### src/hw/vram_pkg.sv
// vram_pkg: VRAM word width, nibble write mask width, test-pattern field widths
package vram_pkg;

    localparam int WORD_W = 16;              // bits per VRAM word
    localparam int MASK_W = 4;               // one write enable per nibble
    localparam int NIB_W  = WORD_W / MASK_W; // bits covered by one mask bit

    // test pattern: {~a[7:4], a[7:4], a[7:0]}
    localparam int PAT_LO_W = 8;             // low address byte copied as is

    // sanity on the pattern layout
    // the upper byte is two copies of one address nibble
    localparam int PAT_HI_W = WORD_W - PAT_LO_W;

endpackage

### src/hw/vram_regs_pkg.sv
// vram_regs_pkg: register index map, engine opcodes, AXI4-Lite widths and response codes
package vram_regs_pkg;

    localparam int AXI_ADDR_W = 5;   // 8 word slots, 6 used
    localparam int AXI_DATA_W = 32;
    localparam int COUNT_W    = 16;  // fill length register

    // register index = byte address / 4
    typedef enum logic [2:0] {
        REG_ADDR   = 3'd0,  // 0x00
        REG_DATA   = 3'd1,  // 0x04
        REG_MASK   = 3'd2,  // 0x08
        REG_COUNT  = 3'd3,  // 0x0C
        REG_CMD    = 3'd4,  // 0x10
        REG_STATUS = 3'd5   // 0x14, bit 0 busy
    } reg_index_e;

    typedef enum logic [1:0] {
        OP_NOP   = 2'd0,
        OP_WRITE = 2'd1,
        OP_READ  = 2'd2,
        OP_FILL  = 2'd3
    } opcode_e;

    localparam logic [1:0] RESP_OKAY   = 2'b00;
    localparam logic [1:0] RESP_SLVERR = 2'b10;

endpackage

### src/hw/vram_regs.sv
// vram_regs: AXI4-Lite register slave for VRAM access parameters, command issue and status
`timescale 1ns/1ps

module vram_regs #(
    parameter int ADDR_W = 16
) (
    input  logic                                     clk,
    input  logic                                     rst_n,
    input  logic [vram_regs_pkg::AXI_ADDR_W-1:0]     awaddr,
    input  logic                                     awvalid,
    output logic                                     awready,
    input  logic [vram_regs_pkg::AXI_DATA_W-1:0]     wdata,
    input  logic [vram_regs_pkg::AXI_DATA_W/8-1:0]   wstrb,   // unused, full-word writes
    input  logic                                     wvalid,
    output logic                                     wready,
    output logic [1:0]                               bresp,
    output logic                                     bvalid,
    input  logic                                     bready,
    input  logic [vram_regs_pkg::AXI_ADDR_W-1:0]     araddr,
    input  logic                                     arvalid,
    output logic                                     arready,
    output logic [vram_regs_pkg::AXI_DATA_W-1:0]     rdata,
    output logic [1:0]                               rresp,
    output logic                                     rvalid,
    input  logic                                     rready,
    output logic                                     start,
    output vram_regs_pkg::opcode_e                   op,
    output logic [ADDR_W-1:0]                        base_addr,
    output logic [vram_pkg::WORD_W-1:0]              wr_data,
    output logic [vram_pkg::MASK_W-1:0]              wr_mask,
    output logic [vram_regs_pkg::COUNT_W-1:0]        count,
    input  logic                                     busy,
    input  logic                                     done,
    input  logic [vram_pkg::WORD_W-1:0]              rd_data,
    input  logic                                     rd_valid
);

    localparam int AW = vram_regs_pkg::AXI_ADDR_W;

    vram_regs_pkg::reg_index_e wr_idx;
    vram_regs_pkg::reg_index_e rd_idx;
    vram_regs_pkg::opcode_e    cmd_op;
    logic                      wr_hs;
    logic                      rd_hs;
    logic                      cmd_pend;  // command issued, engine not yet done
    logic [1:0]                wr_resp;
    logic [1:0]                rd_resp;
    logic [vram_pkg::WORD_W-1:0]          rd_word;  // last OP_READ result
    logic [vram_regs_pkg::AXI_DATA_W-1:0] rd_mux;

    assign wr_idx = vram_regs_pkg::reg_index_e'(awaddr[AW-1:2]);
    assign rd_idx = vram_regs_pkg::reg_index_e'(araddr[AW-1:2]);
    assign cmd_op = vram_regs_pkg::opcode_e'(wdata[1:0]);
    assign wr_hs  = awready && wready && awvalid && wvalid;
    assign rd_hs  = arready && arvalid;

    // write response: busy engine rejects CMD, holes in the map reject everything
    always_comb begin
        wr_resp = vram_regs_pkg::RESP_OKAY;
        case (wr_idx)
            vram_regs_pkg::REG_CMD: begin
                if (busy || cmd_pend) wr_resp = vram_regs_pkg::RESP_SLVERR;
            end
            vram_regs_pkg::REG_ADDR, vram_regs_pkg::REG_DATA, vram_regs_pkg::REG_MASK,
            vram_regs_pkg::REG_COUNT, vram_regs_pkg::REG_STATUS: wr_resp = vram_regs_pkg::RESP_OKAY;
            default: wr_resp = vram_regs_pkg::RESP_SLVERR;
        endcase
    end

    always_comb begin
        rd_mux  = '0;
        rd_resp = vram_regs_pkg::RESP_OKAY;
        case (rd_idx)
            vram_regs_pkg::REG_ADDR:   rd_mux[ADDR_W-1:0] = base_addr;
            vram_regs_pkg::REG_DATA:   rd_mux[vram_pkg::WORD_W-1:0] = rd_word;
            vram_regs_pkg::REG_MASK:   rd_mux[vram_pkg::MASK_W-1:0] = wr_mask;
            vram_regs_pkg::REG_COUNT:  rd_mux[vram_regs_pkg::COUNT_W-1:0] = count;
            vram_regs_pkg::REG_CMD:    rd_mux[1:0] = op;  // last issued opcode
            vram_regs_pkg::REG_STATUS: rd_mux[0] = busy;
            default:                   rd_resp = vram_regs_pkg::RESP_SLVERR;
        endcase
    end

    // write channel, parameter registers and command issue
    always_ff @(posedge clk or negedge rst_n) begin
        if (!rst_n) begin
            awready   <= 1'b0;
            wready    <= 1'b0;
            bvalid    <= 1'b0;
            bresp     <= vram_regs_pkg::RESP_OKAY;
            start     <= 1'b0;
            cmd_pend  <= 1'b0;
            op        <= vram_regs_pkg::OP_NOP;
            base_addr <= '0;
            wr_data   <= '0;
            wr_mask   <= '0;
            count     <= '0;
        end else begin
            start   <= 1'b0;
            awready <= awvalid && wvalid && !awready && !bvalid;
            wready  <= awvalid && wvalid && !awready && !bvalid;
            if (done) cmd_pend <= 1'b0;
            if (bvalid && bready) bvalid <= 1'b0;
            if (wr_hs) begin
                bvalid <= 1'b1;
                bresp  <= wr_resp;
                case (wr_idx)
                    vram_regs_pkg::REG_ADDR:  base_addr <= wdata[ADDR_W-1:0];
                    vram_regs_pkg::REG_DATA:  wr_data   <= wdata[vram_pkg::WORD_W-1:0];
                    vram_regs_pkg::REG_MASK:  wr_mask   <= wdata[vram_pkg::MASK_W-1:0];
                    vram_regs_pkg::REG_COUNT: count     <= wdata[vram_regs_pkg::COUNT_W-1:0];
                    vram_regs_pkg::REG_CMD: begin
                        if (wr_resp == vram_regs_pkg::RESP_OKAY &&
                            cmd_op != vram_regs_pkg::OP_NOP) begin
                            start    <= 1'b1;
                            cmd_pend <= 1'b1;
                            op       <= cmd_op;
                        end
                    end
                    default: ;  // STATUS is read only
                endcase
            end
        end
    end

    // read channel
    always_ff @(posedge clk or negedge rst_n) begin
        if (!rst_n) begin
            arready <= 1'b0;
            rvalid  <= 1'b0;
            rdata   <= '0;
            rresp   <= vram_regs_pkg::RESP_OKAY;
        end else begin
            arready <= arvalid && !arready && !rvalid;
            if (rvalid && rready) rvalid <= 1'b0;
            if (rd_hs) begin
                rvalid <= 1'b1;
                rdata  <= rd_mux;
                rresp  <= rd_resp;
            end
        end
    end

    always_ff @(posedge clk or negedge rst_n) begin
        if (!rst_n) rd_word <= '0;
        else if (rd_valid) rd_word <= rd_data;  // engine capture strobe
    end

    a_bvalid_hold: assert property (
        @(posedge clk) disable iff (!rst_n)
        bvalid && !bready |=> bvalid && $stable(bresp)
    ) else $error("bvalid dropped before bready");

    a_rvalid_hold: assert property (
        @(posedge clk) disable iff (!rst_n)
        rvalid && !rready |=> rvalid && $stable(rdata) && $stable(rresp)
    ) else $error("rvalid dropped or changed before rready");

endmodule

### config.mk
export PLATFORM = sky130hd
export DESIGN_NAME = vram_regs
export DESIGN_NICKNAME = d
export VERILOG_FILES = /design/src/hw/vram_pkg.sv /design/src/hw/vram_regs_pkg.sv /design/src/hw/vram_regs.sv
export SDC_FILE = /design/constraint.sdc
export NUM_CORES = 1
export LEC_CHECK = 0
export BUFFER_PORTS_ARGS = -buffer_cell sky130_fd_sc_hd__buf_2
export CORE_MARGIN = 4
export CORE_UTILIZATION = 35
export DETAILED_ROUTE_END_ITERATION = 10
export SYNTH_ARGS = -nofsm -noshare
export SYNTH_HDL_FRONTEND = slang
export SYNTH_SLANG_ARGS = --single-unit
### constraint.sdc
create_clock -name clk -period 4.07 [get_ports clk]
set_clock_uncertainty 0.05 [all_clocks]
set_input_delay 0.407 -clock clk [delete_from_list [all_inputs] [get_ports clk]]
set_output_delay 0.407 -clock clk [all_outputs]
set_load 0.02 [all_outputs]
# Word level (Yosys, flattened, before mapping)
# Index checks and enable logic that the tools add are counted.
[classes]
mux = 18
n_eq_ne = 10
n_reduce_logical = 29
[ops]
columns = ["cell", "n"]
rows = [
  ["$pmux 12 s3", 1],
  ["$eq 3x2->1 const B", 4],
  ["$eq 3x3->1 const B", 4],
  ["$logic_and 1x1->1", 11],
  ["$mux 1", 11],
  ["$pmux 2 s4", 1],
  ["$reduce_and 2->1", 4],
  ["$eq 3x1->1 const B", 2],
  ["$logic_not 3->1", 2],
  ["$pmux 1 s6", 1],
  ["$reduce_bool 2->1", 3],
  ["$reduce_or 6->1", 1],
  ["$pmux 1 s5", 1],
  ["$reduce_or 5->1", 1],
  ["$logic_not 1->1", 4],
  ["$mux 2", 2],
  ["$pmux 2 s2", 1],
  ["$reduce_and 3->1", 1],
  ["$logic_not 2->1", 1],
  ["$logic_or 1x1->1", 1],
]
[totals]
in_bits = 72
word_cells = 72
out_inout_bits = 96
register_bits = 96

# Logic depth before layout (Yosys ltp)
[logic_depth]
word_depth = 8
ltp_mapped = 5
depth_no_buf = 3

# Least setup slack after synthesis
# No wires, ideal clock.
[synth_timing]
path_type = "reg-to-reg"
start = "reg wready"
end = "reg base_addr[10]"
t_arrival_ns = 1.668
setup_ns = 0.125
n_path_buf = 2
path_stages_with_launch = 6
t_required_ns = 3.895
slack_ns = 2.227
period_less_slack_ns = 1.843
path_cell_list = "dfrtp_1 -> nand3_4 -> or4_1 -> buf_4 -> buf_6 -> mux2_4"
[synth_via]
elab_chain_cells = 3
[synth_lines]
columns = ["item", "line", "text"]
rows = [
  ["start, declared", "vram_regs.sv:15", "output logic wready,"],
  ["start signal, assigned", "vram_regs.sv:101", "wready <= awvalid && wvalid && !awready && !bvalid;"],
  ["$logic_and 1x1->1 (2 in a row)", "vram_regs.sv:54", "assign wr_hs = awready && wready && awvalid && wvalid;"],
  ["$reduce_and 2->1 (no line)", "--", ""],
  ["end signal, assigned", "vram_regs.sv:108", "vram_regs_pkg::REG_ADDR: base_addr <= wdata[ADDR_W-1:0];"],
  ["end, declared", "vram_regs.sv:28", "output logic [ADDR_W-1:0] base_addr,"],
]
# Every way passes these cells.
# A chain may end at the register's enable or synchronous reset.

# Final worst setup path
[layout_timing]
start = "reg wready"
end = "reg base_addr[7]"
# Same word-level chain as after synthesis.

==> flow_summary.html <==
<table>
<tr><th>Metric</th><th>Value</th></tr>
<tr><th colspan="2">Outcome</th></tr>
<tr><td>Run status</td><td>finished clean</td></tr>
<tr><th colspan="2">Pwr</th></tr>
<tr><td>Power share of the clock group</td><td>0.339</td></tr>
<tr><td>Cell area power density</td><td>464 nW/µm²</td></tr>
<tr><td>Net Sw Frac</td><td>0.291</td></tr>
<tr><td>Combinational power share</td><td>0.192</td></tr>
<tr><td>VDD IR max</td><td>0.255 mV</td></tr>
<tr><td>Cell leakage power</td><td>0.00266 µW</td></tr>
<tr><td>Int Pwr</td><td>1670 µW</td></tr>
<tr><td>Net Switching</td><td>686 µW</td></tr>
<tr><td>Share of total power in sequential cells</td><td>0.468</td></tr>
<tr><th colspan="2">Worst setup path</th></tr>
<tr><td>Worst setup path category</td><td>reg2reg</td></tr>
<tr><td>Crit path capture type</td><td>flip-flop</td></tr>
<tr><td>Worst endpoint data arrival time</td><td>2.41 ns</td></tr>
<tr><td>Startpoint type of the worst setup path</td><td>flip-flop</td></tr>
<tr><td>Required time at the endpoint of the critical path</td><td>4.25 ns</td></tr>
<tr><td>Max FO, Critical Path</td><td>16</td></tr>
<tr><th colspan="2">Clocking</th></tr>
<tr><td>Clock edge transition at the registers on the reported setup and hold paths</td><td>0.06 ns</td></tr>
<tr><td>TritonCTS Buffers</td><td>9</td></tr>
<tr><td>Post-CTS setup repair buffer count</td><td>0</td></tr>
<tr><td>Cell chosen for the clock root</td><td>clkbuf_16</td></tr>
<tr><td>Post_cts resized</td><td>0</td></tr>
<tr><td>H-tree depth</td><td>3</td></tr>
<tr><td>CTS tree</td><td>yes</td></tr>
<tr><td>TritonCTS sink count</td><td>94</td></tr>
<tr><td>Clk Latency, worst-skew pair</td><td>0.34 ns</td></tr>
<tr><td>Number of hold-repair buffers added at the cts stage</td><td>0</td></tr>
<tr><td>Maximum clock insertion buffer count</td><td>2</td></tr>
<tr><th colspan="2">Timing</th></tr>
<tr><td>Setup violations, final</td><td>0</td></tr>
<tr><td>Share of the clock period used by the worst path after layout</td><td>0.548</td></tr>
<tr><td>RSZ-0062 raised after global routing</td><td>false</td></tr>
<tr><td>Time the worst path needs with I/O delays and setup</td><td>2.23 ns</td></tr>
<tr><td>Slew Limit Fails</td><td>0</td></tr>
<tr><td>Achievable frequency</td><td>448 MHz</td></tr>
<tr><td>Total count of hold-check failures in the final report</td><td>0</td></tr>
<tr><td>Worst slew margin relative to its limit</td><td>0.194</td></tr>
<tr><td>Actual slew at the worst max-slew pin</td><td>1.21 ns</td></tr>
<tr><td>Accumulated negative setup slack</td><td>0 ns</td></tr>
<tr><th colspan="2">Detailed routing</th></tr>
<tr><td>Average wire per standard cell</td><td>18.4 µm</td></tr>
<tr><td>Initial drt markers</td><td>111</td></tr>
<tr><td>Vias</td><td>2757</td></tr>
<tr><td>Vias per cell</td><td>4.89</td></tr>
<tr><td>Count of antenna-violating nets left after detailed routing</td><td>0</td></tr>
<tr><td>Number of detailed-routing iterations run before antenna repair</td><td>4</td></tr>
<tr><td>Remaining routing DRC violations</td><td>0</td></tr>
<tr><td>WL final</td><td>10.4 mm</td></tr>
<tr><th colspan="2">Synthesis</th></tr>
<tr><td>Warnings from Yosys</td><td>0</td></tr>
<tr><td>Yosys reg bits</td><td>94</td></tr>
<tr><td>Part of the Yosys area used for sequential elements</td><td>0.572</td></tr>
<tr><td>Largest family of logic cells by synthesized area</td><td>multiplexers</td></tr>
<tr><td>Complex-gate fraction of the synthesized area</td><td>0.0633</td></tr>
<tr><td>Syn_area_per_cell</td><td>13.9 µm²</td></tr>
<tr><td>Share of cell area taken by muxes after synthesis</td><td>0.258</td></tr>
<tr><td>Adder and majority gate portion of the synthesized area</td><td>0</td></tr>
<tr><td>Area of the mapped netlist</td><td>4110 µm²</td></tr>
<tr><td>Xor/xnor share of the synthesized area</td><td>0</td></tr>
<tr><td>Gate Count Post-Synth</td><td>296</td></tr>
<tr><td>Simple-gate share of the synthesized area</td><td>0.0475</td></tr>
<tr><td>Synth unique cells</td><td>33</td></tr>
<tr><th colspan="2">Global route</th></tr>
<tr><td>Pin count of the biggest net entering global routing</td><td>75</td></tr>
<tr><td>Via count of the first global-routing pass</td><td>2831</td></tr>
<tr><td>Initial antenna violation count</td><td>0</td></tr>
<tr><td>Aggregate global-route resource usage</td><td>0.161</td></tr>
<tr><td>Total congestion overflow</td><td>0</td></tr>
<tr><td>Global-route wire length before repair</td><td>16.2 mm</td></tr>
<tr><th colspan="2">Die</th></tr>
<tr><td>Die boundary width</td><td>116 µm</td></tr>
<tr><td>Core outline area</td><td>11500 µm²</td></tr>
<tr><td>Num rows</td><td>39</td></tr>
<tr><td>Die height</td><td>116 µm</td></tr>
<tr><td>Count of boundary I/O pins</td><td>168</td></tr>
<tr><td>Die Footprint</td><td>13500 µm²</td></tr>
<tr><td>Starting density of the core</td><td>0.358</td></tr>
<tr><th colspan="2">Final layout</th></tr>
<tr><td>Leading cell type in the layout, fill and taps excluded</td><td>buf_2</td></tr>
<tr><td>Share of cells above drive strength 1</td><td>0.551</td></tr>
<tr><td>Area added between synthesis and finish</td><td>23.5%</td></tr>
<tr><td>Commonest cells after routing, fill and taps aside</td><td>buf_2 (124), dfrtp_1 (94), mux2_2 (71)</td></tr>
<tr><td>Fraction of the core area covered by cells at the end of the flow</td><td>0.442</td></tr>
<tr><td>Net count, final</td><td>488</td></tr>
<tr><td>Number of non-filler instances in the completed layout</td><td>564</td></tr>
<tr><td>Antenna diode count</td><td>0</td></tr>
<tr><th colspan="2">Min path</th></tr>
<tr><td>Hold Path Class</td><td>in2async</td></tr>
<tr><th colspan="2">Placement</th></tr>
<tr><td>Placed wire-length estimate after detailed placement</td><td>7.11 mm</td></tr>
<tr><td>Port Buf Inserts</td><td>125</td></tr>
<tr><td>Placer's final routability congestion estimate</td><td>0.762</td></tr>
<tr><td>Placed instance count</td><td>548</td></tr>
<tr><th colspan="2">Job</th></tr>
<tr><td>Maximum capacitance violations</td><td>0</td></tr>
</table>
## stage by stage
| step | cell area [µm²] | setup slack, ns | power (µW) | hold slack (ns) |
|---|---|---|---|---|
| after floorplan | 4170 | 2.23 | 1400 | 0.0614 |
| after global placement | 4790 | 1.77 | 1570 | 0.381 |
| after detailed placement | 4790 | 1.71 | 1580 | 0.394 |
| after CTS | 5070 | 1.82 | 2400 | 0.184 |
| after global routing | 5070 | 1.76 | 2480 | 0.215 |
| final | 5070 | 1.84 | 2350 | 0.135 |
## power by group through the flow
| stage | clock, µW | combinational, µW | sequential, µW |
|---|---|---|---|
| final | 799 | 453 | 1100 |
| after CTS | 832 | 462 | 1100 |
| after detailed placement | 0 | 461 | 1120 |
| after floorplan | 0 | 182 | 1220 |
| after global placement | 0 | 455 | 1110 |
| after global routing | 867 | 493 | 1120 |
## logic make-up (layout without fill, tap and decap cells)
kind of cell           count (synthesis)  count (layout)
AOI/OAI and AO/OA                     40              40
DFF                                   94              94
and+or+nand+nor                       33              33
buffers and inverters                 40             148
other                                  1              18
muxes                                 88              88
## cells in the mapped netlist (all sizes together)
library cell | number | area, µm²
dfrtp | 94 | 2350
mux2 | 82 | 961
buf | 27 | 190
nand2 | 18 | 67.6
o21ai | 18 | 90.1
a22oi | 12 | 90.1
clkbuf | 8 | 30.0
inv | 5 | 18.8
mux2i | 3 | 30.0
mux4 | 3 | 67.6
nor2 | 3 | 11.3
nor3 | 3 | 25.0
a211oi | 2 | 15.0
a22o | 2 | 17.5
nand2b | 2 | 12.5
nor3b | 2 | 15.0
or4 | 2 | 15.0
a211o | 1 | 8.76
a21boi | 1 | 7.51
a21o | 1 | 7.51
a21oi | 1 | 5.00
conb | 1 | 3.75
nand3 | 1 | 17.5
nor4 | 1 | 21.3
o21ba | 1 | 10.0
o31a | 1 | 8.76
or4b | 1 | 10.0
## worst max-delay path: stages, from the launching register on
cell and delay (ns):
dfrtp_1 0.41, nand3_4 0.17, or4_1 0.98, mux2_4 0.49
## final timing paths
path	from	to	slack (ns)	depth (start not counted)
max in group asynchronous	rst_n	rdata[0]	2.93	2
min in group clk	bready	bvalid	0.20	2
worst min-delay path	rst_n	bvalid	0.14	1
worst max register to register	wready	base_addr[7]	1.84	3
worst max-delay path	wready	base_addr[7]	1.84	3
worst min register to register	bvalid	wready	0.40	1
## cell type report
type                            count  area (µm²)
Clock buffer                       11         253
Tap cell                          143         179
Multi-Input combinational cell    179        1590
Clock inverter                      5        33.8
Inverter                            5        18.8
Fill cell                        1090        6390
Sequential cell                    94        2350
Timing Repair Buffer              127         643
## state kept, by name (all words and copies together) (netlist names), 2 cells and up
register   flops
op             2
base_addr     16
rdata         16
rd_word       16
wr_mask        4
count         16
wr_data       16
## per-layer routing
layer | global-route usage | up-vias | routed length [µm]
li1 | - | 1263 | -
met4 | 0.0766 | 0 | 260
met5 | 0 | - | 0
met2 | 0.256 | 89 | 5060
met3 | 0.0321 | 18 | 583
met1 | 0.212 | 1387 | 4500
(Power assumes the default switching activity.)
