===== src/hw/vram_pkg.sv =====
// vram_pkg: VRAM word width, nibble write mask width, test-pattern field widths
package vram_pkg;

    localparam int WORD_W = 16;              // bits per VRAM word
    localparam int MASK_W = 4;               // one write enable per nibble
    localparam int NIB_W  = WORD_W / MASK_W; // bits covered by one mask bit

    // test pattern: {~a[7:4], a[7:4], a[7:0]}
    localparam int PAT_LO_W = 8;             // low address byte copied as is

    // sanity on the pattern layout
    // the upper byte is two copies of one address nibble
    localparam int PAT_HI_W = WORD_W - PAT_LO_W;

endpackage


===== src/hw/vram_regs_pkg.sv =====
// vram_regs_pkg: register index map, engine opcodes, AXI4-Lite widths and response codes
package vram_regs_pkg;

    localparam int AXI_ADDR_W = 5;   // 8 word slots, 6 used
    localparam int AXI_DATA_W = 32;
    localparam int COUNT_W    = 16;  // fill length register

    // register index = byte address / 4
    typedef enum logic [2:0] {
        REG_ADDR   = 3'd0,  // 0x00
        REG_DATA   = 3'd1,  // 0x04
        REG_MASK   = 3'd2,  // 0x08
        REG_COUNT  = 3'd3,  // 0x0C
        REG_CMD    = 3'd4,  // 0x10
        REG_STATUS = 3'd5   // 0x14, bit 0 busy
    } reg_index_e;

    typedef enum logic [1:0] {
        OP_NOP   = 2'd0,
        OP_WRITE = 2'd1,
        OP_READ  = 2'd2,
        OP_FILL  = 2'd3
    } opcode_e;

    localparam logic [1:0] RESP_OKAY   = 2'b00;
    localparam logic [1:0] RESP_SLVERR = 2'b10;

endpackage


===== src/hw/vram_engine.sv =====
// vram_engine: FSM running masked write, read and fill commands on the VRAM port
`timescale 1ns/1ps

module vram_engine #(
    parameter int ADDR_W = 16
) (
    input  logic                               clk,
    input  logic                               rst_n,
    input  logic                               start,
    input  vram_regs_pkg::opcode_e             op,
    input  logic [ADDR_W-1:0]                  base_addr,
    input  logic [vram_pkg::WORD_W-1:0]        wr_data,
    input  logic [vram_pkg::MASK_W-1:0]        wr_mask,
    input  logic [vram_regs_pkg::COUNT_W-1:0]  count,
    output logic                               busy,
    output logic                               done,
    output logic [vram_pkg::WORD_W-1:0]        rd_data,
    output logic                               rd_valid,
    output logic                               mem_wr_en,
    output logic [vram_pkg::MASK_W-1:0]        mem_mask,
    output logic [ADDR_W-1:0]                  mem_addr,
    output logic [vram_pkg::WORD_W-1:0]        mem_wdata,
    input  logic [vram_pkg::WORD_W-1:0]        mem_rdata
);

    typedef enum logic [2:0] {
        IDLE,
        WRITE,
        READ_ADDR,
        READ_CAP,
        FILL,
        DONE
    } state_e;

    state_e                              state;
    logic [ADDR_W-1:0]                   cur_addr;   // wraps at the top of VRAM
    logic [vram_regs_pkg::COUNT_W-1:0]   remaining;  // fill words still to write
    logic [vram_pkg::WORD_W-1:0]         cmd_data;
    logic [vram_pkg::MASK_W-1:0]         cmd_mask;

    always_ff @(posedge clk or negedge rst_n) begin
        if (!rst_n) begin
            state     <= IDLE;
            cur_addr  <= '0;
            remaining <= '0;
        end else begin
            case (state)
                IDLE: begin
                    if (start) begin
                        cur_addr  <= base_addr;
                        remaining <= count;
                        case (op)
                            vram_regs_pkg::OP_WRITE: state <= WRITE;
                            vram_regs_pkg::OP_READ:  state <= READ_ADDR;
                            vram_regs_pkg::OP_FILL: begin
                                if (count == '0) state <= DONE;  // empty fill
                                else state <= FILL;
                            end
                            default: state <= DONE;
                        endcase
                    end
                end
                WRITE:     state <= DONE;
                READ_ADDR: state <= READ_CAP;  // RAM output lands next cycle
                READ_CAP:  state <= DONE;
                FILL: begin
                    cur_addr  <= cur_addr + 1'b1;
                    remaining <= remaining - 1'b1;
                    if (remaining == 1) state <= DONE;
                end
                DONE:    state <= IDLE;
                default: state <= IDLE;
            endcase
        end
    end

    // command payload, held for the whole operation
    always_ff @(posedge clk) begin
        if (state == IDLE && start) begin
            cmd_data <= wr_data;
            cmd_mask <= wr_mask;
        end
    end

    assign busy      = (state != IDLE);
    assign done      = (state == DONE);
    assign rd_valid  = (state == READ_CAP);
    assign rd_data   = mem_rdata;
    assign mem_wr_en = (state == WRITE) || (state == FILL);
    assign mem_mask  = cmd_mask;
    assign mem_addr  = cur_addr;
    assign mem_wdata = cmd_data;

    // the register block must hold off commands while an operation runs
    a_no_start_busy: assert property (
        @(posedge clk) disable iff (!rst_n) start |-> !busy
    ) else $error("start while engine busy");

endmodule


===== config.mk =====
export PLATFORM = sky130hd
export DESIGN_NAME = vram_engine
export DESIGN_NICKNAME = d
export VERILOG_FILES = /design/src/hw/vram_pkg.sv /design/src/hw/vram_regs_pkg.sv /design/src/hw/vram_engine.sv
export SDC_FILE = /design/constraint.sdc
export NUM_CORES = 1
export LEC_CHECK = 0
export BUFFER_PORTS_ARGS = -buffer_cell sky130_fd_sc_hd__buf_2
export CAP_MARGIN = 15
export CORE_ASPECT_RATIO = 0.5
export CORE_UTILIZATION = 33
export CTS_BUF_LIST = sky130_fd_sc_hd__clkbuf_4
export CTS_CLUSTER_DIAMETER = 50
export DETAILED_ROUTE_END_ITERATION = 16
export HOLD_SLACK_MARGIN = 0.05
export PLACE_DENSITY = 0.59
export SETUP_SLACK_MARGIN = 0.15
export SLEW_MARGIN = 20
export SYNTH_ARGS = -nofsm -noshare
export SYNTH_HDL_FRONTEND = slang
export SYNTH_SLANG_ARGS = --single-unit

===== constraint.sdc =====
create_clock -name clk -period 4.55 [get_ports clk]
set_clock_uncertainty 0.1 [all_clocks]
set_input_delay 1.1375 -clock clk [delete_from_list [all_inputs] [get_ports clk]]
set_output_delay 1.1375 -clock clk [all_outputs]
set_load 0.05 [all_outputs]

## Word-level counts from Yosys, hierarchy flattened

Index checks and enable logic that the tools add are counted.

| storage, ports and cells | value |
|---|---|
| register bits after elaboration | 55 |
| bits of input ports | 73 |
| output and inout port bits | 56 |
| word-level logic and storage cells | 36 |

| cells by class | value |
|---|---|
| $add $sub $neg | 2 |
| equal/unequal tests | 11 |
| multiplexer cells | 9 |
| reductions and logical operators | 9 |

Operator list:

| cell | number |
|---|---|
| case mux 16 bit (2 select lines) | 2 |
| 2-to-1 mux 16 bit | 2 |
| adder 16 x 1 -> 16 bit, second input constant | 1 |
| equality test 16 x 1 -> 1 bit, second input constant | 1 |
| zero test 16 bit | 1 |
| subtractor 16 x 1 -> 16 bit, second input constant | 1 |
| case mux 3 bit (4 select lines) | 1 |
| case mux 3 bit (3 select lines) | 1 |
| equality test 3 x 2 -> 1 bit, second input constant | 2 |
| equality test 3 bit, second input constant | 2 |
| 2-to-1 mux 3 bit | 2 |
| equality test 2 bit, second input constant | 2 |
| inequality test 2 bit, second input constant | 2 |
| AND reduction 2 bit | 2 |
| equality test 3 x 1 -> 1 bit, second input constant | 1 |
| zero test 3 bit | 1 |
| nonzero test 3 bit | 1 |
| equality test 2 x 1 -> 1 bit, second input constant | 1 |
| nonzero test 2 bit | 1 |
| OR reduction 2 bit | 1 |
| logical AND 1 bit | 1 |
| logical OR 1 bit | 1 |
| 2-to-1 mux 1 bit | 1 |

## Longest topological paths before layout

Gate-level depths: netlist of run 1.

| logic depth | value |
|---|---|
| depth in word-level cells | 5 |
| mapped depth | 7 |
| mapped depth without buffers | 6 |

## Worst setup path after synthesis of run 1

Ideal clock, no wire load.

| timing path | value |
|---|---|
| path type | reg2out |
| start | reg state[2] |
| end | out rd_valid |
| data arrival time | 1.751 ns |
| data required time | 3.313 ns |
| path slack | 1.561 ns |
| cell stages (with the launch flop) | 3 |
| buffers on the path | 1 |
| path through | dfrtp_1 -> clkbuf_1 -> nor3b_1 |

| between the ends | value |
|---|---|
| word-level cells in the longest chain between the ends | 1 |

RTL lines:

| what | line | RTL |
|---|---|---|
| start: declaration | vram_engine.sv:35 | `state_e state;` |
| start signal: assignment | vram_engine.sv:43 | `state <= IDLE;` |
| start signal: assignment | vram_engine.sv:53 | `vram_regs_pkg::OP_WRITE: state <= WRITE;` |
| start signal: assignment | vram_engine.sv:54 | `vram_regs_pkg::OP_READ: state <= READ_ADDR;` |
| equality test 3 x 2 -> 1 bit | vram_engine.sv:87 | `assign rd_valid = (state == READ_CAP);` |
| end: declaration | vram_engine.sv:18 | `output logic rd_valid,` |

No other way between the ends.

## Worst setup path after layout of run 1

| timing path | value |
|---|---|
| start | in start |
| end | reg cur_addr[6], in the netlist mem_addr[6] |

| between the ends | value |
|---|---|
| word-level cells in the longest chain between the ends | 2 |

RTL lines:

| what | line | RTL |
|---|---|---|
| start: declaration | vram_engine.sv:9 | `input logic start,` |
| inequality test 2 bit (no line) | - |  |
| AND reduction 2 bit (no line) | - |  |
| end signal: assignment | vram_engine.sv:50 | `cur_addr <= base_addr;` |
| end signal: assignment | vram_engine.sv:67 | `cur_addr <= cur_addr + 1'b1;` |
| end: declaration | vram_engine.sv:36 | `logic [ADDR_W-1:0] cur_addr;` |

No other way between the ends.
A chain may end at the register's enable or synchronous reset.

==> results of run 1 <==
==> final cells by class <==
cell class                 count  share of cell area
sequential                    55              0.4286
inverter                       7            0.007628
clock inverter                 3            0.007265
tap                          112             0.04068
timing repair buffer          99              0.1460
clock buffer                   5             0.01090
multi-input combinational    195              0.3589
==> logic make-up (layout without fill, tap and decap cells) <==
logic type               Yosys count  in the layout  synth area share
buffers and inverters             40            114           0.07837
AND/OR/NAND/NOR                  118            118            0.2181
adder cells (fa/ha/maj)            6              6           0.02555
flip-flops                        55             55            0.5026
XOR/XNOR                           1              1          0.002982
multiplexers                       2              2          0.006815
AO/OA/AOI/OAI                     68             68            0.1657
==> through the flow <==
stage | setup slack [ns] | instances | total power, mW
after floorplan | 1.561 | 290 | 1.930
after global placement | 1.074 | 468 | 2.180
after detailed placement | 1.011 | 468 | 2.210
after CTS | 1.463 | 476 | 2.450
after global routing | 1.298 | 476 | 2.618
final | 1.427 | 476 | 2.439
==> power by group through the flow <==
stage	sequential (mW)	combinational [mW]	clock, mW
after floorplan	1.22	0.708	0
after global placement	0.940	1.24	0
after detailed placement	0.947	1.26	0
after CTS	0.937	1.27	0.247
after global routing	0.976	1.37	0.276
final	0.944	1.26	0.240
==> synthesized netlist by cell type (all sizes together) (3+ instances only) <==
cell / instances
dfrtp: 35
o211ai: 5
nand4: 8
or3: 5
and4: 4
clkbuf: 11
a21oi: 11
and3: 3
nand3: 9
a31oi: 4
nor3: 14
nor2: 27
inv: 7
or4: 5
o311ai: 3
edfxtp: 20
buf: 22
a211oi: 10
nand2: 21
ha: 6
o21a: 3
o21ai: 10
nor4: 12
==> worst min path at each step <==
stage	startpoint	to	slack, ns	cells past startpoint
after detailed placement	remaining[15]	remaining[15]	0.40	1
after global placement	remaining[15]	remaining[15]	0.39	1
after floorplan	remaining[6]	remaining[6]	0.36	1
after CTS	remaining[15]	remaining[15]	0.42	1
final	remaining[15]	remaining[15]	0.43	1
after global routing	remaining[15]	remaining[15]	0.47	1
==> sequential cells by signal (all words and copies together), names as in the netlist <==
name and cells:
mem_wdata 16, state 3, mem_addr 16, mem_mask 4, remaining 16
==> worst max-delay path, cell delays in order <==
cell	delay (ns)
buf_2	0.12
or4b_2	0.95
inv_1	0.55
buf_4	0.31
nor3_1	0.07
a211oi_1	0.20
==> cell usage in the layout (no fill, tap or decap), drive strengths merged, types with 2 or more instances in the layout <==
cell | synthesis | final
or4 | 5 | 5
or3b | 2 | 2
a211oi | 10 | 10
edfxtp | 20 | 20
o211ai | 5 | 5
mux2i | 2 | 2
clkbuf | 11 | 5
o31a | 2 | 2
nand2 | 21 | 21
o31ai | 2 | 2
a41o | 2 | 2
a21oi | 11 | 11
and3 | 3 | 3
and4 | 4 | 4
nand3 | 9 | 9
a31oi | 4 | 4
o311ai | 3 | 3
nor3b | 2 | 2
o221a | 2 | 2
nand4 | 8 | 8
o21ai | 10 | 10
nor2b | 2 | 2
nor4 | 12 | 12
nor2 | 27 | 27
inv | 7 | 9
ha | 6 | 6
buf | 22 | 99
nor3 | 14 | 14
o21a | 3 | 3
or3 | 5 | 5
nor4b | 2 | 2
dfrtp | 35 | 35
a21o | 2 | 2
==> per-layer routing <==
layer	share of wire	vias to the layer above	global-route usage
met5	0	-	0
met4	0.014	0	0.06882
met3	0.069	13	0.03728
met2	0.46	113	0.2846
met1	0.46	1229	0.2123
li1	-	1246	-
==> results.md, run 1 <==
* Run status: completed
* H-Tree Level Count at 2
* Port bufs at 96
* Reg2reg end: mem_addr[6]
* TNS Setup at 0 ns
* Num Clock Sinks at 55
* Mapped Area at between 0.002 and 0.003 mm²
* Hold_ws at around 0.43 ns
* Area leader, netlist: dfrtp_1
* Part of the Yosys area used for sequential elements at 0.5026
* Syn Inst Count at 290
* Yosys reg bits at 55
* Post-layout util at 0.4142
* Cts bufs inserted at 5
* Clock tree root buffer cell: clkbuf_4
* DRC violations left at 0
* Critical Path Start: start
* Worst Setup EP: mem_addr[6]
* Crit Path Category: primary input to register
* Final instance area at 0.003445 mm²
* Worst rel slew slack at 0.4559
* Hold buffer count at CTS at 0
* Number of synthesized flops with an enable pin at 20
* Max-cap viol count at 0
* Worst setup SP type: primary input
* Total Wirelength at between 7000 and 8000 µm
* Leak at ~1.4 nW
* Switch share at 0.5258
* FMAX at around 320 MHz
* Die area at slightly above 0.009 mm²
* CP endpoint kind: register
* P per Cell Area at 708.0 mW/mm²
* Vias at between 2000 and 3000
* Final Hold Viols at 0
* Yosys top cell area share at 0.2981
* Cells on worst reg2reg path at 5
* Part of the power in registers at 0.387
* Crit path DAT at between 3 and 4 ns
* Starting Density at 0.3532
* Core outline area at ~0.0083 mm²
* Total GRT Usage at 0.1679
* Clock latency on the worst-skew pair at slightly above 0.4 ns
* # setup viols final at 0
* Antenna diode instance count at 0
* Library cells used by synthesis at 55
* Worst R2R Setup Slack at 1.67 ns
* GRT overflow at 0
* Layout cells sized above 1 at 0.3214
* Dpl cell area at 0.003382 mm²
* Post-DP HPWL at about 5400 µm
* Final Critical Period at 3.123 ns
* Post-CTS Setup Bufs at 0
* DRT antenna net count at 0
* Fin nets at between 400 and 500
* Clock Path Buffers at 2
* Die extent in x at around 140 µm
* Multi-input gate area at roughly 0.0012 mm²
* HP Class: register to register
* Post-CTS sizing at 0
* Unrepaired setup endpoints after global routing: no
* Final estimated routing congestion in global placement at approximately 0.77
* Pin count of the biggest net entering global routing at 36
* Initial DRC count at 236
* Vias per inst at around 5.5
* Avg Cell Area, Syn at around 10 µm²
* Sequential cell area at approximately 0.0015 mm²
* Critical path fanouts, max at 30
* Worst IR Drop VDD at 0.2510 mV
* Number of global-route vias before repair at between 2000 and 2500
* Worst-path clk slew at around 0.18 ns
* P&R area growth vs syn at 17.25%
* FF-to-FF Start: state[1]
* Sw Pwr at 1.282 mW
* Die height at slightly below 70 µm
* Yosys warns at 0
* Core Rows at 23
* Synth area leaders: dfrtp_1, edfxtp_1, buf_4
* IO Count at approximately 130
* Synth Net Count at 369
* # fillers at approximately 830
* WL/cell at 15.83 µm
* Final slew viol count at 0
* Clock share of power at 0.098
* Final worst-path cycle share at 0.6865
* Detailed-router iteration count before antenna repair at 4
* Int Pwr at about 1.2 mW
* Initial antenna violation count at 0
* Synth async-reset ratio at 0.6364
* Worst path required time at 4.78 ns
* Main synth FF type: dfrtp_1
* Worst Tran Pin Value at around 0.82 ns
* First-pass GRT wire length at approximately 12000 µm
* CTS tree: yes
* Combinational Power Share at 0.515
Power figures use the tool's default switching activity.
==> run 2: changes to the inputs <==
clock period = 3.15 ns   (was 4.55 ns; I/O delays follow)
==> results.md, run 2 (synthesis results as in run 1) <==
* CP endpoint kind: register
* Critical path fanouts, max at 7
* Die area at just over 0.009 mm²
* Crit path DAT at approximately 2.6 ns
* Final worst-path cycle share at 0.7697
* Worst Tran Pin Value at around 0.84 ns
* Hold buffer count at CTS at 0
* Total GRT Usage at 0.1716
* Clock tree root buffer cell: clkbuf_4
* FF-to-FF Start: remaining[1]
* TNS Setup at 0 ns
* Final Hold Viols at 0
* # fillers at roughly 840
* Post-CTS Setup Bufs at 0
* Die height at around 70 µm
* Part of the power in registers at 0.379
* Critical Path Start: remaining[1]
* CTS tree: yes
* Sequential cell area at roughly 0.0015 mm²
* Starting Density at 0.3532
* Die extent in x at around 140 µm
* Num Clock Sinks at 55
* H-Tree Level Count at 2
* Commonest cells after routing, fill and taps aside: buf_2, dfrtp_1, nor2_1
* Final slew viol count at 0
* IO Count at about 130
* Initial DRC count at 180
* Core Rows at 23
* Fin nets at around 440
* Worst-path clk slew at about 0.16 ns
* GRT overflow at 0
* Max-cap viol count at 0
* Combinational Power Share at 0.506
* Detailed-router iteration count before antenna repair at 4
* # setup viols final at 0
* Port bufs at 96
* Hold_ws at approximately 0.37 ns
* Worst rel slew slack at 0.4429
* FMAX at 412.4 MHz
* Int Pwr at between 1.5 and 2 mW
* Layout cells sized above 1 at 0.3233
* Switch share at 0.5099
* WL/cell at between 15 and 20 µm
* First-pass GRT wire length at ~12000 µm
* Worst setup SP type: register
* Clock Path Buffers at 2
* Number of global-route vias before repair at ~2400
* Sw Pwr at 1.844 mW
* Antenna diode instance count at 0
* Vias per inst at 5.434
* Crit Path Category: register to register
* Commonest non-fill, non-tap cell in the layout: buf_2
* DRC violations left at 0
* Worst path required time at roughly 3.3 ns
* Unrepaired setup endpoints after global routing: no
* Vias at ~2600
* Final Critical Period at about 2.4 ns
* Multi-input gate area at approximately 0.0012 mm²
* Final worst slack at between 0.7 and 0.8 ns
* Cts bufs inserted at 5
* Post-CTS sizing at 0
* Clock latency on the worst-skew pair at roughly 0.40 ns
* Worst IR Drop VDD at between 0.3 and 0.4 mV
* Dpl cell area at between 0.003 and 0.004 mm²
* Core outline area at between 0.008 and 0.009 mm²
* HP Class: primary input to asynchronous set/reset pin
* Run status: completed
* DRT antenna net count at 0
* Leak at around 1.5 nW
* P&R area growth vs syn at 18.65%
* Clock share of power at 0.115
* P per Cell Area at about 1000 mW/mm²
* Final estimated routing congestion in global placement at roughly 0.77
* Total Wirelength at between 7000 and 8000 µm
* Final instance area at 0.003486 mm²
* Post-DP HPWL at 5516 µm
* Initial antenna violation count at 0
* DP Worst Slack at ~0.6 ns
* Pin count of the biggest net entering global routing at 36
[run 2: changes by cell type in the layout (fill, tap and decap cells not counted), sizes merged]
| cell | delta |
|---|---|
| buf | +1 |
| clkinvlp | -1 |
| clkbuf | +1 |
| inv | -1 |
| bufinv | +1 |
[run 2: through the flow]
step,utilization,power (mW),cells
after floorplan,-,2.787,290
after global placement,0.4091,3.171,469
after detailed placement,0.4091,3.224,469
after CTS,0.4191,3.636,477
after global routing,0.4191,3.882,477
final,0.4191,3.616,477
[run 2: layout make-up]
class,instances,area share
clock buffers,6,0.01292
multi-input cells,195,0.3546
inverters,7,0.007538
well taps,112,0.04020
clock inverters,2,0.01113
repair buffers,100,0.1500
flip-flops and latches,55,0.4235
[run 2: power by group through the flow]
stage          clock network [mW]  logic (mW)  registers [mW]
2_1_floorplan                   0        1.02            1.76
6_report                    0.414        1.83            1.37
5_1_grt                     0.469        1.99            1.42
4_1_cts                     0.424        1.85            1.36
3_5_place_dp                    0        1.85            1.38
3_3_place_gp                    0        1.81            1.36
[run 2: final timing paths]
| check | end | depth (start not counted) | slack, ns |
|---|---|---|---|
| max reg2reg | remaining[14] | 6 | 0.73 |
| min | remaining[6] | 1 | 0.37 |
| max | remaining[14] | 6 | 0.73 |
| min reg2reg | remaining[15] | 1 | 0.42 |
| max in group asynchronous | state[0] | 1 | 2.05 |
| min in group clk | remaining[15] | 1 | 0.42 |
[run 2: layer usage]
metal	share of wire	wire, µm	vias up	track usage
li1	-	-	1246	-
met1	0.46	3502	1240	0.2142
met2	0.47	3623	92	0.2981
met3	0.059	451	14	0.03655
met4	0.013	101	0	0.06601
met5	0	0	-	0
[run 2: critical path: stages (launching register included)]
cell     delay, ns
dfrtp_1       0.46
inv_1         0.12
ha_1          0.21
or3b_2        0.55
nor4_2        0.38
a21oi_1       0.13
or3_1         0.37
==> run 3: changes to the inputs <==
clock period = 2.4 ns   (was 3.15 ns; I/O delays follow)
==> results.md, run 3 (synthesis results as in run 1) <==
* Worst setup SP type: register
* Antenna diode instance count at 0
* # setup viols final at 0
* Commonest cells after routing, fill and taps aside: buf_2, dfrtp_1, nor2_1
* Detailed-router iteration count before antenna repair at 4
* Worst rel slew slack at 0.4620
* Core Rows at 23
* Layout cells sized above 1 at 0.3477
* Port bufs at 96
* Total GRT Usage at 0.1635
* Die extent in x at 135.4 µm
* Final Critical Period at roughly 2.2 ns
* Critical path fanouts, max at 7
* Crit Path Category: register to primary output
* CP endpoint kind: primary output
* WL/cell at about 15 µm
* Cts bufs inserted at 5
* CTS tree: yes
* Fin cells at a little under 500
* Total Wirelength at around 7500 µm
* Final estimated routing congestion in global placement at between 0.8 and 0.9
* DRT antenna net count at 0
* Worst-path clk slew at between 0.15 and 0.2 ns
* DP Worst Slack at 0.08760 ns
* Hold_ws at roughly 0.18 ns
* Core outline area at ~0.0083 mm²
* Commonest non-fill, non-tap cell in the layout: buf_2
* Crit path DAT at between 1 and 1.5 ns
* Starting Density at 0.3532
* Die height at around 70 µm
* First-pass GRT wire length at between 10000 and 15000 µm
* Number of global-route vias before repair at approximately 2500
* H-Tree Level Count at 2
* Fin nets at 450
* DRC violations left at 0
* Pin count of the biggest net entering global routing at 36
* Final worst-path cycle share at 0.9118
* Dpl cells at approximately 480
* GRT overflow at 0
* Post-layout util at 0.4286
* FMAX at about 460 MHz
* IO Count at 129
* Die area at a little over 0.009 mm²
* P per Cell Area at 1360 mW/mm²
* Initial antenna violation count at 0
* Worst IR Drop VDD at between 0.4 and 0.5 mV
* Clock tree root buffer cell: clkbuf_4
* Leak at ~1.5 nW
* Initial DRC count at ~140
* Post-DP HPWL at roughly 5400 µm
* Max-cap viol count at 0
* Clock latency on the worst-skew pair at roughly 0.38 ns
* HP Class: primary input to asynchronous set/reset pin
* Final slew viol count at 0
* Hold buffer count at CTS at 0
* Clock Path Buffers at 2
* Worst Tran Pin Value at just over 0.8 ns
* Final Hold Viols at 0
* Run status: completed
* Final worst slack at ~0.21 ns
* Vias per inst at between 5 and 6
* P&R area growth vs syn at 21.34%
* TNS Setup at 0 ns
* Vias at approximately 2600
* Unrepaired setup endpoints after global routing: yes
* Worst path required time at ~1.7 ns
* Num Clock Sinks at 55
[run 3: changes by cell type in the layout (fill, tap and decap cells not counted), moves of 2 or more]
cell,before,now
buf_4,3,9
dfrtp_1,35,32
dfrtp_2,0,3
buf_6,0,2
[run 3: what timing repair did]
| action | in CTS | in global routing |
|---|---|---|
| setup buffers | 1 | 0 |
| setup endpoints to repair | 1 | 6 |
| gates cloned | 0 | 0 |
| resized for setup | 4 | 5 |
[run 3: final timing paths]
check | startpoint | end | slack [ns] | depth (start not counted)
setup / recovery | state[2] | busy | 0.21 | 3
hold / removal | rst_n | remaining[9] | 0.18 | 1
setup reg to reg | state[2] | remaining[15] | 0.23 | 7
hold reg to reg | remaining[15] | remaining[15] | 0.42 | 1
max in group asynchronous | rst_n | state[2] | 1.47 | 1
min in group clk | wr_mask[2] | mem_mask[2] | 0.28 | 1
[run 3: stage by stage]
step                cell area (µm²)  power [mW]
CTS                            3541       4.826
finish                         3565       4.849
global placement               3452       4.224
global route                   3565       5.170
floorplan                      2943       3.661
detailed placement             3452       4.289
[run 3: layer usage]
| layer | GRT usage | wire [µm] | up-vias | share of wire |
|---|---|---|---|---|
| li1 | - | - | 1250 | - |
| met1 | 0.1961 | 3424 | 1256 | 0.46 |
| met2 | 0.2936 | 3520 | 82 | 0.47 |
| met3 | 0.03509 | 433 | 13 | 0.058 |
| met4 | 0.06601 | 91 | 0 | 0.012 |
| met5 | 0 | 0 | - | 0 |
[run 3: area by class of cell]
type | count | area [µm²]
clock inverter | 2 | 37.54
inverter | 7 | 26.28
tap | 112 | 140.1
clock buffer | 5 | 37.54
fill | 821 | 4752
timing repair buffer | 107 | 585.6
sequential | 55 | 1480
multi-input combinational | 195 | 1257
[run 3: report_power, final]
group | total [mW] | internal, mW | switching [mW] | leakage [nW]
clock | 0.515 | 0.214 | 0.301 | 0.0373
combinational | 2.57 | 0.843 | 1.73 | 0.875
sequential | 1.76 | 1.35 | 0.415 | 0.582
total | 4.85 | 2.40 | 2.45 | 1.49
[run 3: worst max-delay path, stage by stage (launching register included)]
cell and delay (ns):
dfrtp_2 0.45, buf_4 0.16, or3_4 0.34, buf_6 0.16
